`src/rtl/armCtrl_params.svh`:
```
`ifndef ARMCTRL_PARAMS_SVH
`define ARMCTRL_PARAMS_SVH

// ======================================================================
// Widths
// ======================================================================
`define ARM_INSTR_W     32        // Instruction word
`define ARM_REG_W       4         // Register index
`define ARM_FLAGS_W     4         // NZCV
`define ARM_MASK_W      4         // Byte lanes per word
`define ARM_ADDR_LOW_W  2         // Address bits that pick a lane

// Instruction fields
`define ARM_COND_MSB    31
`define ARM_COND_LSB    28
`define ARM_CLASS_MSB   27        // Top of the 3-bit class field
`define ARM_CLASS_LSB   25
`define ARM_I_BIT       25        // Immediate / register form
`define ARM_OPC_MSB     24
`define ARM_OPC_LSB     21
`define ARM_B_BIT       22        // Byte access for LDR/STR
`define ARM_S_BIT       20        // Set flags on data-processing
`define ARM_L_BIT       20        // Load when set, store when clear
`define ARM_RD_MSB      15
`define ARM_RD_LSB      12
`define ARM_REGSHIFT_BIT 4        // Set in a register-form LDR/STR means undefined

// NZCV bit positions
`define ARM_N_BIT       3
`define ARM_Z_BIT       2
`define ARM_C_BIT       1
`define ARM_V_BIT       0

`endif

```
`src/rtl/armCtrlPkg.sv`:
```
`include "armCtrl_params.svh"

package armCtrlPkg;

  // Condition field, ARM order
  typedef enum logic [3:0] {
    condEQ, condNE, condCS, condCC,
    condMI, condPL, condVS, condVC,
    condHI, condLS, condGE, condLT,
    condGT, condLE, condAL, condNV
  } condCode_t;

  // Data-processing opcodes, bits 24:21
  typedef enum logic [3:0] {
    aluAnd, aluEor, aluSub, aluRsb,
    aluAdd, aluAdc, aluSbc, aluRsc,
    aluTst, aluTeq, aluCmp, aluCmn,
    aluOrr, aluMov, aluBic, aluMvn
  } aluOp_t;

  typedef enum logic [2:0] {
    opDataProc, opLoad, opStore, opBranch, opUndef
  } opClass_t;

  // One instruction's control as it walks down the pipe
  typedef struct packed {
    opClass_t                    op;
    aluOp_t                      aluOp;
    condCode_t                   cond;
    logic                        regWrite;
    logic                        memWrite;
    logic                        memToReg;    // Load result goes to Rd
    logic                        setFlags;    // S bit
    logic                        byteAccess;
    logic [`ARM_REG_W-1:0]       rd;
    logic [`ARM_FLAGS_W-1:0]     aluFlags;    // From datapath, with the instruction
    logic [`ARM_ADDR_LOW_W-1:0]  addrLow;
    logic [`ARM_FLAGS_W-1:0]     flagsNext;   // Filled in execute
    logic                        condPass;    // Filled in execute
    logic [`ARM_MASK_W-1:0]      byteMask;    // Filled in memory
  } ctrlWord_t;

endpackage

```
`src/rtl/stageIf.sv`:
```
`timescale 1ns/1ps

// Valid/ready link between two pipeline slots
interface stageIf;
  import armCtrlPkg::*;

  logic      valid;   // Source has an item
  logic      ready;   // Sink can take it
  ctrlWord_t ctrl;
  logic      xfer;    // Item moves on this clock

  assign xfer = valid && ready;

  // Upstream side, holds valid and ctrl until xfer
  modport src (
    output valid,
    output ctrl,
    input  ready,
    input  xfer
  );

  // Downstream side
  modport dst (
    input  valid,
    input  ctrl,
    output ready,
    input  xfer
  );

endinterface

```
`src/rtl/decodeStage.sv`:
```
`timescale 1ns/1ps
`include "armCtrl_params.svh"

module decodeStage (
  input  logic                        clk,
  input  logic                        rst,
  input  logic                        instrValid,
  input  logic [`ARM_INSTR_W-1:0]     instr,
  input  logic [`ARM_FLAGS_W-1:0]     aluFlags,
  input  logic [`ARM_ADDR_LOW_W-1:0]  addrLow,
  output logic                        instrReady,
  stageIf.src                         outStage
);
  import armCtrlPkg::*;

  logic       validQ;       // Slot occupied
  ctrlWord_t  ctrlQ;
  ctrlWord_t  ctrlNext;
  logic [2:0] instrClass;
  aluOp_t     opcode;
  logic       isCompare;    // TST/TEQ/CMP/CMN, flags only

  // ====================================================================
  // Instruction decode
  // ====================================================================
  assign instrClass = instr[`ARM_CLASS_MSB:`ARM_CLASS_LSB];
  assign opcode     = aluOp_t'(instr[`ARM_OPC_MSB:`ARM_OPC_LSB]);
  assign isCompare  = opcode inside {aluTst, aluTeq, aluCmp, aluCmn};

  always_comb begin
    ctrlNext          = '0;                     // Every write off by default
    ctrlNext.op       = opUndef;
    ctrlNext.aluOp    = aluAdd;                 // Address / target adder
    ctrlNext.cond     = condCode_t'(instr[`ARM_COND_MSB:`ARM_COND_LSB]);
    ctrlNext.rd       = instr[`ARM_RD_MSB:`ARM_RD_LSB];
    ctrlNext.aluFlags = aluFlags;
    ctrlNext.addrLow  = addrLow;
    case (instrClass)
      3'b000, 3'b001: begin                     // Data processing, reg or imm
        ctrlNext.op       = opDataProc;
        ctrlNext.aluOp    = opcode;
        ctrlNext.regWrite = !isCompare;         // Compares never write Rd
        ctrlNext.setFlags = instr[`ARM_S_BIT];
      end
      3'b010, 3'b011: begin                     // LDR/STR, imm or reg offset
        // Register form with bit 4 set is the undefined space
        if (!(instr[`ARM_I_BIT] && instr[`ARM_REGSHIFT_BIT])) begin
          ctrlNext.op         = instr[`ARM_L_BIT] ? opLoad : opStore;
          ctrlNext.regWrite   = instr[`ARM_L_BIT];
          ctrlNext.memToReg   = instr[`ARM_L_BIT];
          ctrlNext.memWrite   = !instr[`ARM_L_BIT];
          ctrlNext.byteAccess = instr[`ARM_B_BIT];
        end
      end
      3'b101:  ctrlNext.op = opBranch;          // B
      default: ;                                // LDM/STM, coproc, SWI stay undefined
    endcase
  end

  // ====================================================================
  // Decode slot
  // ====================================================================
  assign instrReady = !validQ || outStage.ready;   // Empty or draining

  always_ff @(posedge clk) begin
    if (rst) begin
      validQ <= 1'b0;
    end else if (instrReady) begin
      validQ <= instrValid;
    end
  end

  always_ff @(posedge clk) begin
    if (instrValid && instrReady) begin
      ctrlQ <= ctrlNext;
    end
  end

  assign outStage.valid = validQ;
  assign outStage.ctrl  = ctrlQ;

  // A stalled item must not change under the consumer
  holdWhileStalled: assert property (@(posedge clk) disable iff (rst)
    outStage.valid && !outStage.xfer |=> outStage.valid && $stable(outStage.ctrl));

endmodule

```
`src/rtl/executeStage.sv`:
```
`timescale 1ns/1ps
`include "armCtrl_params.svh"

module executeStage (
  input  logic                     clk,
  input  logic                     rst,
  stageIf.dst                      inStage,
  stageIf.src                      outStage,
  input  logic                     fwdValid,    // Flags pending further down
  input  logic [`ARM_FLAGS_W-1:0]  fwdFlags,
  input  logic [`ARM_FLAGS_W-1:0]  archFlags    // Committed NZCV
);
  import armCtrlPkg::*;

  logic                     validQ;
  ctrlWord_t                ctrlQ;
  ctrlWord_t                ctrlNext;
  logic [`ARM_FLAGS_W-1:0]  curFlags;           // Flags seen by this instruction
  logic                     condPass;
  logic                     isLogical;

  // ARM condition table
  function automatic logic condHolds(input condCode_t cond,
                                     input logic [`ARM_FLAGS_W-1:0] f);
    logic n;
    logic z;
    logic c;
    logic v;
    n = f[`ARM_N_BIT];
    z = f[`ARM_Z_BIT];
    c = f[`ARM_C_BIT];
    v = f[`ARM_V_BIT];
    case (cond)
      condEQ:  return z;
      condNE:  return !z;
      condCS:  return c;
      condCC:  return !c;
      condMI:  return n;
      condPL:  return !n;
      condVS:  return v;
      condVC:  return !v;
      condHI:  return c && !z;
      condLS:  return !c || z;
      condGE:  return n == v;
      condLT:  return n != v;
      condGT:  return !z && (n == v);
      condLE:  return z || (n != v);
      condAL:  return 1'b1;
      default: return 1'b0;                     // NV never executes
    endcase
  endfunction

  // ====================================================================
  // Condition check and next flags
  // ====================================================================
  assign curFlags  = fwdValid ? fwdFlags : archFlags;
  assign condPass  = condHolds(inStage.ctrl.cond, curFlags);
  assign isLogical = inStage.ctrl.aluOp inside
                     {aluAnd, aluEor, aluTst, aluTeq, aluOrr, aluMov, aluBic, aluMvn};

  always_comb begin
    ctrlNext           = inStage.ctrl;
    ctrlNext.condPass  = condPass;
    ctrlNext.flagsNext = curFlags;              // Unchanged unless S and passed
    if (inStage.ctrl.setFlags && condPass) begin
      if (isLogical) begin                      // C and V kept, no shifter carry here
        ctrlNext.flagsNext[`ARM_N_BIT] = inStage.ctrl.aluFlags[`ARM_N_BIT];
        ctrlNext.flagsNext[`ARM_Z_BIT] = inStage.ctrl.aluFlags[`ARM_Z_BIT];
      end else begin
        ctrlNext.flagsNext = inStage.ctrl.aluFlags;
      end
    end
    ctrlNext.regWrite = inStage.ctrl.regWrite && condPass;
    ctrlNext.memWrite = inStage.ctrl.memWrite && condPass;
  end

  // ====================================================================
  // Execute slot
  // ====================================================================
  assign inStage.ready = !validQ || outStage.ready;

  always_ff @(posedge clk) begin
    if (rst) begin
      validQ <= 1'b0;
    end else if (inStage.ready) begin
      validQ <= inStage.valid;
    end
  end

  always_ff @(posedge clk) begin
    if (inStage.xfer) begin
      ctrlQ <= ctrlNext;
    end
  end

  assign outStage.valid = validQ;
  assign outStage.ctrl  = ctrlQ;

endmodule

```
`src/rtl/memoryStage.sv`:
```
`timescale 1ns/1ps
`include "armCtrl_params.svh"

module memoryStage (
  input  logic                     clk,
  input  logic                     rst,
  stageIf.dst                      inStage,
  stageIf.src                      outStage,
  output logic                     fwdValid,
  output logic [`ARM_FLAGS_W-1:0]  fwdFlags
);
  import armCtrlPkg::*;

  logic                    validQ;
  ctrlWord_t               ctrlQ;
  ctrlWord_t               ctrlNext;
  logic                    isMemOp;
  logic                    inPending;     // Item leaving execute sets flags
  logic                    slotPending;   // Item held here sets flags

  // Byte lanes for the access
  assign isMemOp = (inStage.ctrl.op == opLoad) || (inStage.ctrl.op == opStore);

  always_comb begin
    ctrlNext          = inStage.ctrl;
    ctrlNext.byteMask = '0;                     // Failed or non-memory ops
    if (isMemOp && inStage.ctrl.condPass) begin
      if (inStage.ctrl.byteAccess) begin
        ctrlNext.byteMask[inStage.ctrl.addrLow] = 1'b1;
      end else begin
        ctrlNext.byteMask = '1;                 // Full word
      end
    end
  end

  // Youngest pending flags win, older ones already sit in their flagsNext
  assign inPending   = inStage.valid && inStage.ctrl.setFlags && inStage.ctrl.condPass;
  assign slotPending = validQ && ctrlQ.setFlags && ctrlQ.condPass;
  assign fwdValid    = inPending || slotPending;
  assign fwdFlags    = inPending ? inStage.ctrl.flagsNext : ctrlQ.flagsNext;

  assign inStage.ready = !validQ || outStage.ready;

  always_ff @(posedge clk) begin
    if (rst) begin
      validQ <= 1'b0;
    end else if (inStage.ready) begin
      validQ <= inStage.valid;
    end
  end

  always_ff @(posedge clk) begin
    if (inStage.xfer) ctrlQ <= ctrlNext;       // Payload only, no reset
  end

  assign outStage.valid = validQ;
  assign outStage.ctrl  = ctrlQ;

  // A live lane means the access really happens
  laneImpliesAccess: assert property (@(posedge clk) disable iff (rst)
    outStage.valid && (|outStage.ctrl.byteMask)
      |-> outStage.ctrl.regWrite || outStage.ctrl.memWrite);

endmodule

```
`src/rtl/writebackStage.sv`:
```
`timescale 1ns/1ps
`include "armCtrl_params.svh"

module writebackStage (
  input  logic                     clk,
  input  logic                     rst,
  stageIf.dst                      inStage,
  input  logic                     resReady,
  output logic                     resValid,
  output logic                     resRegWrite,
  output logic                     resMemWrite,
  output logic                     resMemToReg,
  output logic                     resBranchTaken,
  output logic [`ARM_MASK_W-1:0]   resByteMask,
  output logic [`ARM_REG_W-1:0]    resRd,
  output logic [`ARM_FLAGS_W-1:0]  resFlags,
  output logic [`ARM_FLAGS_W-1:0]  archFlags
);
  import armCtrlPkg::*;

  logic                     validQ;
  ctrlWord_t                ctrlQ;
  logic [`ARM_FLAGS_W-1:0]  flagsQ;   // Architectural NZCV

  // ====================================================================
  // Flag register, updated as a flag-setting item enters
  // ====================================================================
  always_ff @(posedge clk) begin
    if (rst) begin
      flagsQ <= '0;
    end else if (inStage.xfer && inStage.ctrl.setFlags && inStage.ctrl.condPass) begin
      flagsQ <= inStage.ctrl.flagsNext;
    end
  end

  assign archFlags = flagsQ;          // Back to execute

  // Output slot
  assign inStage.ready = !validQ || resReady;

  always_ff @(posedge clk) begin
    if (rst) begin
      validQ <= 1'b0;
    end else if (inStage.ready) begin
      validQ <= inStage.valid;
    end
  end

  always_ff @(posedge clk) begin
    if (inStage.xfer) begin
      ctrlQ <= inStage.ctrl;
    end
  end

  assign resValid       = validQ;
  assign resRegWrite    = ctrlQ.regWrite;
  assign resMemWrite    = ctrlQ.memWrite;
  assign resMemToReg    = ctrlQ.memToReg;
  assign resBranchTaken = (ctrlQ.op == opBranch) && ctrlQ.condPass;
  assign resByteMask    = ctrlQ.byteMask;
  assign resRd          = ctrlQ.rd;
  assign resFlags       = ctrlQ.flagsNext;   // NZCV after this item

  // Stores and register writes are exclusive from decode on
  noDualWrite: assert property (@(posedge clk) disable iff (rst)
    resValid |-> !(resRegWrite && resMemWrite));

endmodule

```
`src/rtl/armCtrl.sv`:
```
`timescale 1ns/1ps
`include "armCtrl_params.svh"

module armCtrl (
  input  logic                        clk,
  input  logic                        rst,
  // Instruction side
  input  logic                        instrValid,
  input  logic [`ARM_INSTR_W-1:0]     instr,
  input  logic [`ARM_FLAGS_W-1:0]     aluFlags,   // Datapath NZCV for this instruction
  input  logic [`ARM_ADDR_LOW_W-1:0]  addrLow,
  output logic                        instrReady,
  // Result side
  input  logic                        resReady,
  output logic                        resValid,
  output logic                        resRegWrite,
  output logic                        resMemWrite,
  output logic                        resMemToReg,
  output logic                        resBranchTaken,
  output logic [`ARM_MASK_W-1:0]      resByteMask,
  output logic [`ARM_REG_W-1:0]       resRd,
  output logic [`ARM_FLAGS_W-1:0]     resFlags
);

  logic                     fwdValid;
  logic [`ARM_FLAGS_W-1:0]  fwdFlags;
  logic [`ARM_FLAGS_W-1:0]  archFlags;

  stageIf decToExe ();
  stageIf exeToMem ();
  stageIf memToWb ();

  // ====================================================================
  // Four stages, one slot each
  // ====================================================================
  decodeStage u_decode (
    .clk        (clk),
    .rst        (rst),
    .instrValid (instrValid),
    .instr      (instr),
    .aluFlags   (aluFlags),
    .addrLow    (addrLow),
    .instrReady (instrReady),
    .outStage   (decToExe)
  );

  executeStage u_execute (
    .clk       (clk),
    .rst       (rst),
    .inStage   (decToExe),
    .outStage  (exeToMem),
    .fwdValid  (fwdValid),
    .fwdFlags  (fwdFlags),
    .archFlags (archFlags)
  );

  memoryStage u_memory (
    .clk      (clk),
    .rst      (rst),
    .inStage  (exeToMem),
    .outStage (memToWb),
    .fwdValid (fwdValid),    // Pending flags back to execute
    .fwdFlags (fwdFlags)
  );

  writebackStage u_writeback (
    .clk            (clk),
    .rst            (rst),
    .inStage        (memToWb),
    .resReady       (resReady),
    .resValid       (resValid),
    .resRegWrite    (resRegWrite),
    .resMemWrite    (resMemWrite),
    .resMemToReg    (resMemToReg),
    .resBranchTaken (resBranchTaken),
    .resByteMask    (resByteMask),
    .resRd          (resRd),
    .resFlags       (resFlags),
    .archFlags      (archFlags)
  );

endmodule

```
`config.mk`:
```
export PLATFORM = sky130hd
export DESIGN_NAME = armCtrl
export DESIGN_NICKNAME = d
export VERILOG_FILES = /design/src/rtl/armCtrlPkg.sv /design/src/rtl/stageIf.sv /design/src/rtl/decodeStage.sv /design/src/rtl/executeStage.sv /design/src/rtl/memoryStage.sv /design/src/rtl/writebackStage.sv /design/src/rtl/armCtrl.sv
export VERILOG_INCLUDE_DIRS = /design/src /design/src/rtl
export SDC_FILE = /design/constraint.sdc
export NUM_CORES = 1
export LEC_CHECK = 0
export BUFFER_PORTS_ARGS = -buffer_cell sky130_fd_sc_hd__buf_2
export CORE_ASPECT_RATIO = 0.9
export CORE_MARGIN = 3
export CORE_UTILIZATION = 59
export DETAILED_ROUTE_END_ITERATION = 8
export GPL_TIMING_DRIVEN = 0
export PLACE_DENSITY_LB_ADDON = 0.12
export SLEW_MARGIN = 20
export SYNTH_ARGS = -nofsm -noshare
export SYNTH_HDL_FRONTEND = slang
export SYNTH_SLANG_ARGS = --single-unit
```
`constraint.sdc`:
```
create_clock -name clk -period 7.85 [get_ports clk]
set_clock_uncertainty 0.15 [all_clocks]
set_input_delay 1.1775 -clock clk [delete_from_list [all_inputs] [get_ports clk]]
set_output_delay 1.1775 -clock clk [all_outputs]
set_load 0.02 [all_outputs]
```
Word-level counts from Yosys, hierarchy flattened
Index checks and enable logic that the tools add are counted.
{"block": "op_classes", "addsub": 0, "multipliers": 0, "n_div": 0, "n_lt_le_gt_ge": 2, "eq_ne": 34, "n_shift": 0, "n_mux": 13, "bitwise": 1, "reduce_logical": 45}
{"cell": "equality test 4 bit (second input constant)", "count": 17}
{"cell": "logical AND 1 bit", "count": 19}
{"cell": "equality test 4 x 3 -> 1 bit (second input constant)", "count": 4}
{"cell": "two-way mux 4 bit", "count": 4}
{"cell": "one-hot mux 1 bit (15 select lines)", "count": 1}
{"cell": "equality test 3 x 2 -> 1 bit (second input constant)", "count": 4}
{"cell": "zero test 1 bit", "count": 10}
{"cell": "one-hot mux 3 bit (3 select lines)", "count": 1}
{"cell": "equality test 4 x 1 -> 1 bit (second input constant)", "count": 2}
{"cell": "equality test 4 x 2 -> 1 bit (second input constant)", "count": 2}
{"cell": "zero test 4 bit", "count": 2}
{"cell": "logical OR 1 bit", "count": 8}
{"cell": "nonzero test 8 bit", "count": 1}
{"cell": "equality test 3 x 1 -> 1 bit (second input constant)", "count": 2}
{"cell": "two-way mux 3 bit", "count": 2}
{"cell": "OR reduction 2 bit", "count": 3}
{"cell": "two-way mux 2 bit", "count": 2}
{"cell": "nonzero test 4 bit", "count": 1}
{"cell": "equality test 3 bit (second input constant)", "count": 1}
{"cell": "zero test 3 bit", "count": 1}
{"cell": "less-than comparator 2 x 3 -> 1 bit (second input constant)", "count": 1}
{"cell": "demux 1 bit (select 2 bit)", "count": 1}
{"cell": ">= comparator 2 x 1 -> 1 bit (second input constant)", "count": 1}
{"cell": "one-hot mux 1 bit (2 select lines)", "count": 1}
{"cell": "4 further kinds", "count": 4}
{"block": "totals", "register_bits": 92, "latchBits": 0, "ram_bits": 0, "rom_bits": 0, "input_bits": 42, "output_inout_bits": 18, "wordCells": 138, "mem_count": 0}

Depth between registers and ports, before layout
{"block": "depth", "depth_word": 9, "depth_mapped": 9, "ltp_nobuf": 8}

Hierarchy
A second synthesis with hierarchy kept.
{"block": "hier_totals", "hier_cells": 266, "area_unflattened_um2": 4643.2}
{"module": "executeStage", "n_inst": 1, "cells_per_inst": 92, "area_each_um2": 1492.7, "seq_area_each_um2": 1071.0}
{"module": "memoryStage", "n_inst": 1, "cells_per_inst": 56, "area_each_um2": 1216.2, "seq_area_each_um2": 1071.0}
{"module": "decodeStage", "n_inst": 1, "cells_per_inst": 61, "area_each_um2": 1022.2, "seq_area_each_um2": 800.8}
{"module": "writebackStage", "n_inst": 1, "cells_per_inst": 54, "area_each_um2": 893.4, "seq_area_each_um2": 670.6}
{"module": "armCtrl", "n_inst": 1, "cells_per_inst": 3, "area_each_um2": 18.8, "seq_area_each_um2": 0.0}

Least setup slack after synthesis
OpenSTA, ideal clock, no wires.
{"block": "synth_path", "path_type": "in2reg", "from": "input resReady", "to": "register u_memory.ctrlQ, in the netlist u_memory.outStage.ctrl[0], enable pin", "setup_time_ps": 428, "arrival_ps": 2911, "t_required_ps": 7272, "path_slack_ps": 4361, "stages": 3, "path_buffers": 1, "cell_sequence": "nor2b_1 -> clkbuf_1 -> a21boi_0"}
{"block": "synth_via", "elab_chain_len": 3}
{"element": "from (decl)", "line_no": "armCtrl.sv:14", "source": "input logic resReady,"}
{"element": "logical OR 1 bit", "line_no": "writebackStage.sv:39", "source": "assign inStage.ready = !validQ || resReady;"}
{"element": "logical OR 1 bit", "line_no": "memoryStage.sv:42", "source": "assign inStage.ready = !validQ || outStage.ready;"}
{"element": "logical AND 1 bit", "line_no": "stageIf.sv:12", "source": "assign xfer = valid && ready;"}
{"element": "named net exeToMem.xfer", "line_no": "stageIf.sv:10", "source": "logic xfer;"}
{"element": "to (signal assigned)", "line_no": "memoryStage.sv:53", "source": "if (inStage.xfer) ctrlQ <= ctrlNext;"}
{"element": "to (decl)", "line_no": "memoryStage.sv:15", "source": "ctrlWord_t ctrlQ;"}
The timed path passes the listed nets, and every way through them passes these cells.
A chain may end at the register's enable or synchronous reset.

Final worst setup path
{"block": "layout_path", "from": "input resReady", "to": "output instrReady"}
{"block": "layout_via", "elab_chain_len": 4}
{"element": "logical OR 1 bit", "line_no": "writebackStage.sv:39"}
{"element": "logical OR 1 bit", "line_no": "memoryStage.sv:42"}
{"element": "logical OR 1 bit", "line_no": "executeStage.sv:80", "source": "assign inStage.ready = !validQ || outStage.ready;"}
{"element": "logical OR 1 bit", "line_no": "decodeStage.sv:63", "source": "assign instrReady = !validQ || outStage.ready;"}
{"element": "to (decl)", "line_no": "armCtrl.sv:12", "source": "output logic instrReady,"}
Every way passes these cells.

==> flow_summary.json <==
{
  "run_status": "finished clean",
  "r2r_slack_ns": 4.88,
  "switching_share": 0.210,
  "arrival_ns": 2.36,
  "die-area_um2": 6910,
  "cts_setup_buffers": 0,
  "tritoncts": "built",
  "worstPathMaxFanout": 10,
  "final_cell_mix": "edfxtp_1 (83), buf_2 (42), nor2_1 (17)",
  "period_needed_ns": 3.68,
  "crit_chain": "buf_2, nor2b_1, clkbuf_1, and3_1, nand2_1, buf_2",
  "firstDrtPassIters": 4,
  "slew_violations": 0,
  "core_um2": 5510,
  "postCtsHoldBufs": 0,
  "ys_async_sr_fraction": 0,
  "totalWireLength_um": 4830,
  "rsz0062_at_grt": "false",
  "intPower_mw": 0.684,
  "combPwrFrac": 0.055,
  "mappedNetlistArea_um2": 3510,
  "path_buf_inv": 3,
  "tightest_slew_ns": 0.530,
  "maxCapViolations": 0,
  "io_pins": 60,
  "finalPower_mw": 0.866,
  "reg2reg_depth": 8,
  "antenna_found_initial": 0,
  "syn_to_final_growth_pct": 15.5,
  "yosys.area.top_type": "edfxtp_1",
  "fp.dieH_um": 79.1,
  "synth_edf_count": 83,
  "ys_seq_area_frac": 0.756,
  "insertion_delay_ns": 0.34,
  "dp_slack_ns": 4.16,
  "layout_commonest_cell": "edfxtp_1",
  "hold_viol": 0,
  "peakVddDrop_mv": 0.177,
  "p_switching_mw": 0.181,
  "vias_per_cell": 5.25,
  "die_w_um": 87.3,
  "endpoint_kind": "output pin",
  "final.setup.tns_ns": 0,
  "clockBufferDepth": 2,
  "slowest_delay_ns": 0.36,
  "rows": 25,
  "dpl.hpwl_um": 3490,
  "critPathLaunchType": "primary input",
  "cts.sinks": 91,
  "pwr-share-clk": 0.302,
  "reg2reg_to": "u_execute.outStage.ctrl[8]",
  "cts.repair.resized": 0,
  "gp_congestion": 0.818,
  "reg2reg_from": "u_execute.outStage.ctrl[4]",
  "gr-total-overflow": 0,
  "grt_pass1_wl_um": 8250,
  "holdCritStartpoint": "u_memory.outStage.ctrl[34]",
  "fin_nets": 331,
  "drive_above_1_share": 0.289,
  "finish.utilization": 0.736,
  "diodes": 0,
  "min_path_cells": 0,
  "syn_inst": 232,
  "path_common_cell": "buf_2",
  "critPathRequiredTime_ns": 6.52,
  "p_per_area_nw_per_um2": 214,
  "hold_path.class": "reg2reg",
  "synth_top_area_share": 0.711,
  "ctsHtreeMaxLevel": 3,
  "period_share": 0.469,
  "drtIter0Drc": 142,
  "cp_slowest_cell": "clkbuf_1",
  "numCtsBuffers": 9,
  "drt-wirelength-per-cell_um": 13.4,
  "grt_usage": 0.160,
  "path_clk_slew_ns": 0.08,
  "start_util": 0.637,
  "path_class": "in2out",
  "synth_fp_nets": 274,
  "power_frac_seq": 0.643,
  "setup_viol_count_final": 0,
  "yosysUniqueCellTypes": 38,
  "drcViolationCount": 0,
  "num_vias": 1896,
  "ant_nets": 0,
  "avgSynthCellArea_um2": 15.1,
  "synthTopCellsByArea": "edfxtp_1 (71%), dfxtp_1 (4.6%), buf_4 (2.8%), a21oi_1 (1.9%), nor2_1 (1.8%)",
  "clock.fmax_mhz": 272,
  "synth_seq_cells": 91,
  "cts_root_buf": "clkbuf_8",
  "grt_max_degree": 26,
  "ys_warn_count": 0,
  "min_to": "u_writeback.ctrlQ[34]",
  "slew_headroom": 0.645,
  "crit_family": "buffers and inverters",
  "synth_top_flop_cell": "edfxtp_1",
  "fin_ws_ns": 4.17,
  "leakage_nw": 1.53,
  "io_buffers": 42,
  "grt_pass1_vias": 1813
}
==> sequential cells by signal (all words and copies together) (netlist names) <==
signal / flops
u_memory.outStage.valid: 1
u_writeback.archFlags: 4
u_writeback.resValid: 1
u_writeback.resRd: 4
u_execute.outStage.valid: 1
u_writeback.ctrlQ: 4
u_memory.outStage.ctrl: 20
u_decode.outStage.ctrl: 25
u_writeback.resFlags: 4
u_execute.outStage.ctrl: 19
u_decode.outStage.valid: 1
u_writeback.resRegWrite: 1
u_writeback.resMemWrite: 1
u_writeback.resByteMask: 4
u_writeback.resMemToReg: 1
==> power groups by stage <==
| stage | clock [mW] | combinational [mW] | sequential [mW] |
|---|---|---|---|
| floorplan | 0 | 0.0305 | 0.566 |
| global placement | 0 | 0.0439 | 0.568 |
| detailed placement | 0 | 0.0485 | 0.568 |
| CTS | 0.270 | 0.0486 | 0.557 |
| global route | 0.293 | 0.0545 | 0.559 |
| finish | 0.261 | 0.0480 | 0.557 |
==> synthesized netlist by cell type, types with 3 or more instances <==
| library cell | count |
|---|---|
| inv_1 | 10 |
| a21oi_1 | 13 |
| clkbuf_1 | 3 |
| mux2_1 | 3 |
| o21ai_0 | 8 |
| nand2_1 | 16 |
| dfxtp_1 | 8 |
| a31oi_1 | 3 |
| and4_1 | 3 |
| nor2b_1 | 4 |
| nor2_1 | 17 |
| and2_1 | 4 |
| buf_4 | 13 |
| nand2b_1 | 6 |
| mux2i_1 | 3 |
| edfxtp_1 | 83 |
| and3_1 | 4 |
==> through the flow <==
step           area, um2  cells  hold WS [ns]
6_report            4050    361         0.266
5_1_grt             4050    361         0.271
3_3_place_gp        3800    341         0.250
4_1_cts             4050    361         0.268
2_1_floorplan       3510    232         0.250
3_5_place_dp        3880    345         0.255
==> worst max path at each step <==
stage             start                          to  slack, ns  depth (start not counted)
5_1_grt        resReady                  instrReady       4.04                          6
4_1_cts        resReady                  instrReady       4.15                          6
3_3_place_gp   resReady  u_memory.outStage.ctrl[16]       3.68                          4
2_1_floorplan  resReady   u_memory.outStage.ctrl[0]       4.36                          3
6_report       resReady                  instrReady       4.17                          6
3_5_place_dp   resReady                  instrReady       4.16                          6
==> final cells by class <==
type                    instances  area [um2]
repair buffers                 46         272
fillers                       362        1460
clock inverters                 7        43.8
plain buffers                  17         113
inverters                      10        37.5
well taps                      67        83.8
multi-input cells             114         724
clock buffers                   9         124
flip-flops and latches         91        2650
==> cell families (layout without fill, tap and decap cells) <==
logic type / count (synthesis) / after routing / synth area share
buffers and inverters: 27 / 89 / 0.0428
flip-flops: 91 / 91 / 0.756
multiplexers: 8 / 8 / 0.0246
AND/OR/NAND/NOR: 68 / 68 / 0.103
AO/OA/AOI/OAI: 37 / 37 / 0.0703
XOR/XNOR: 1 / 1 / 0.00250
==> worst register-to-register path: stages (launching register included) <==
cell	delay, ns
edfxtp_1	0.43
and3_1	0.28
a211oi_2	0.33
o211ai_2	0.17
and4_4	0.19
a311o_1	0.32
a211oi_2	0.33
nand2b_1	0.20
mux2_1	0.33
==> metal layers <==
metal,GRT usage,share of wire,vias to the layer above
met1,0.216,0.46,872
met3,0.0654,0.062,5
met2,0.237,0.46,56
li1,-,-,963
met5,0,0,-
met4,0.0521,0.015,0
Note: power is estimated with default switching activity, not from simulation.
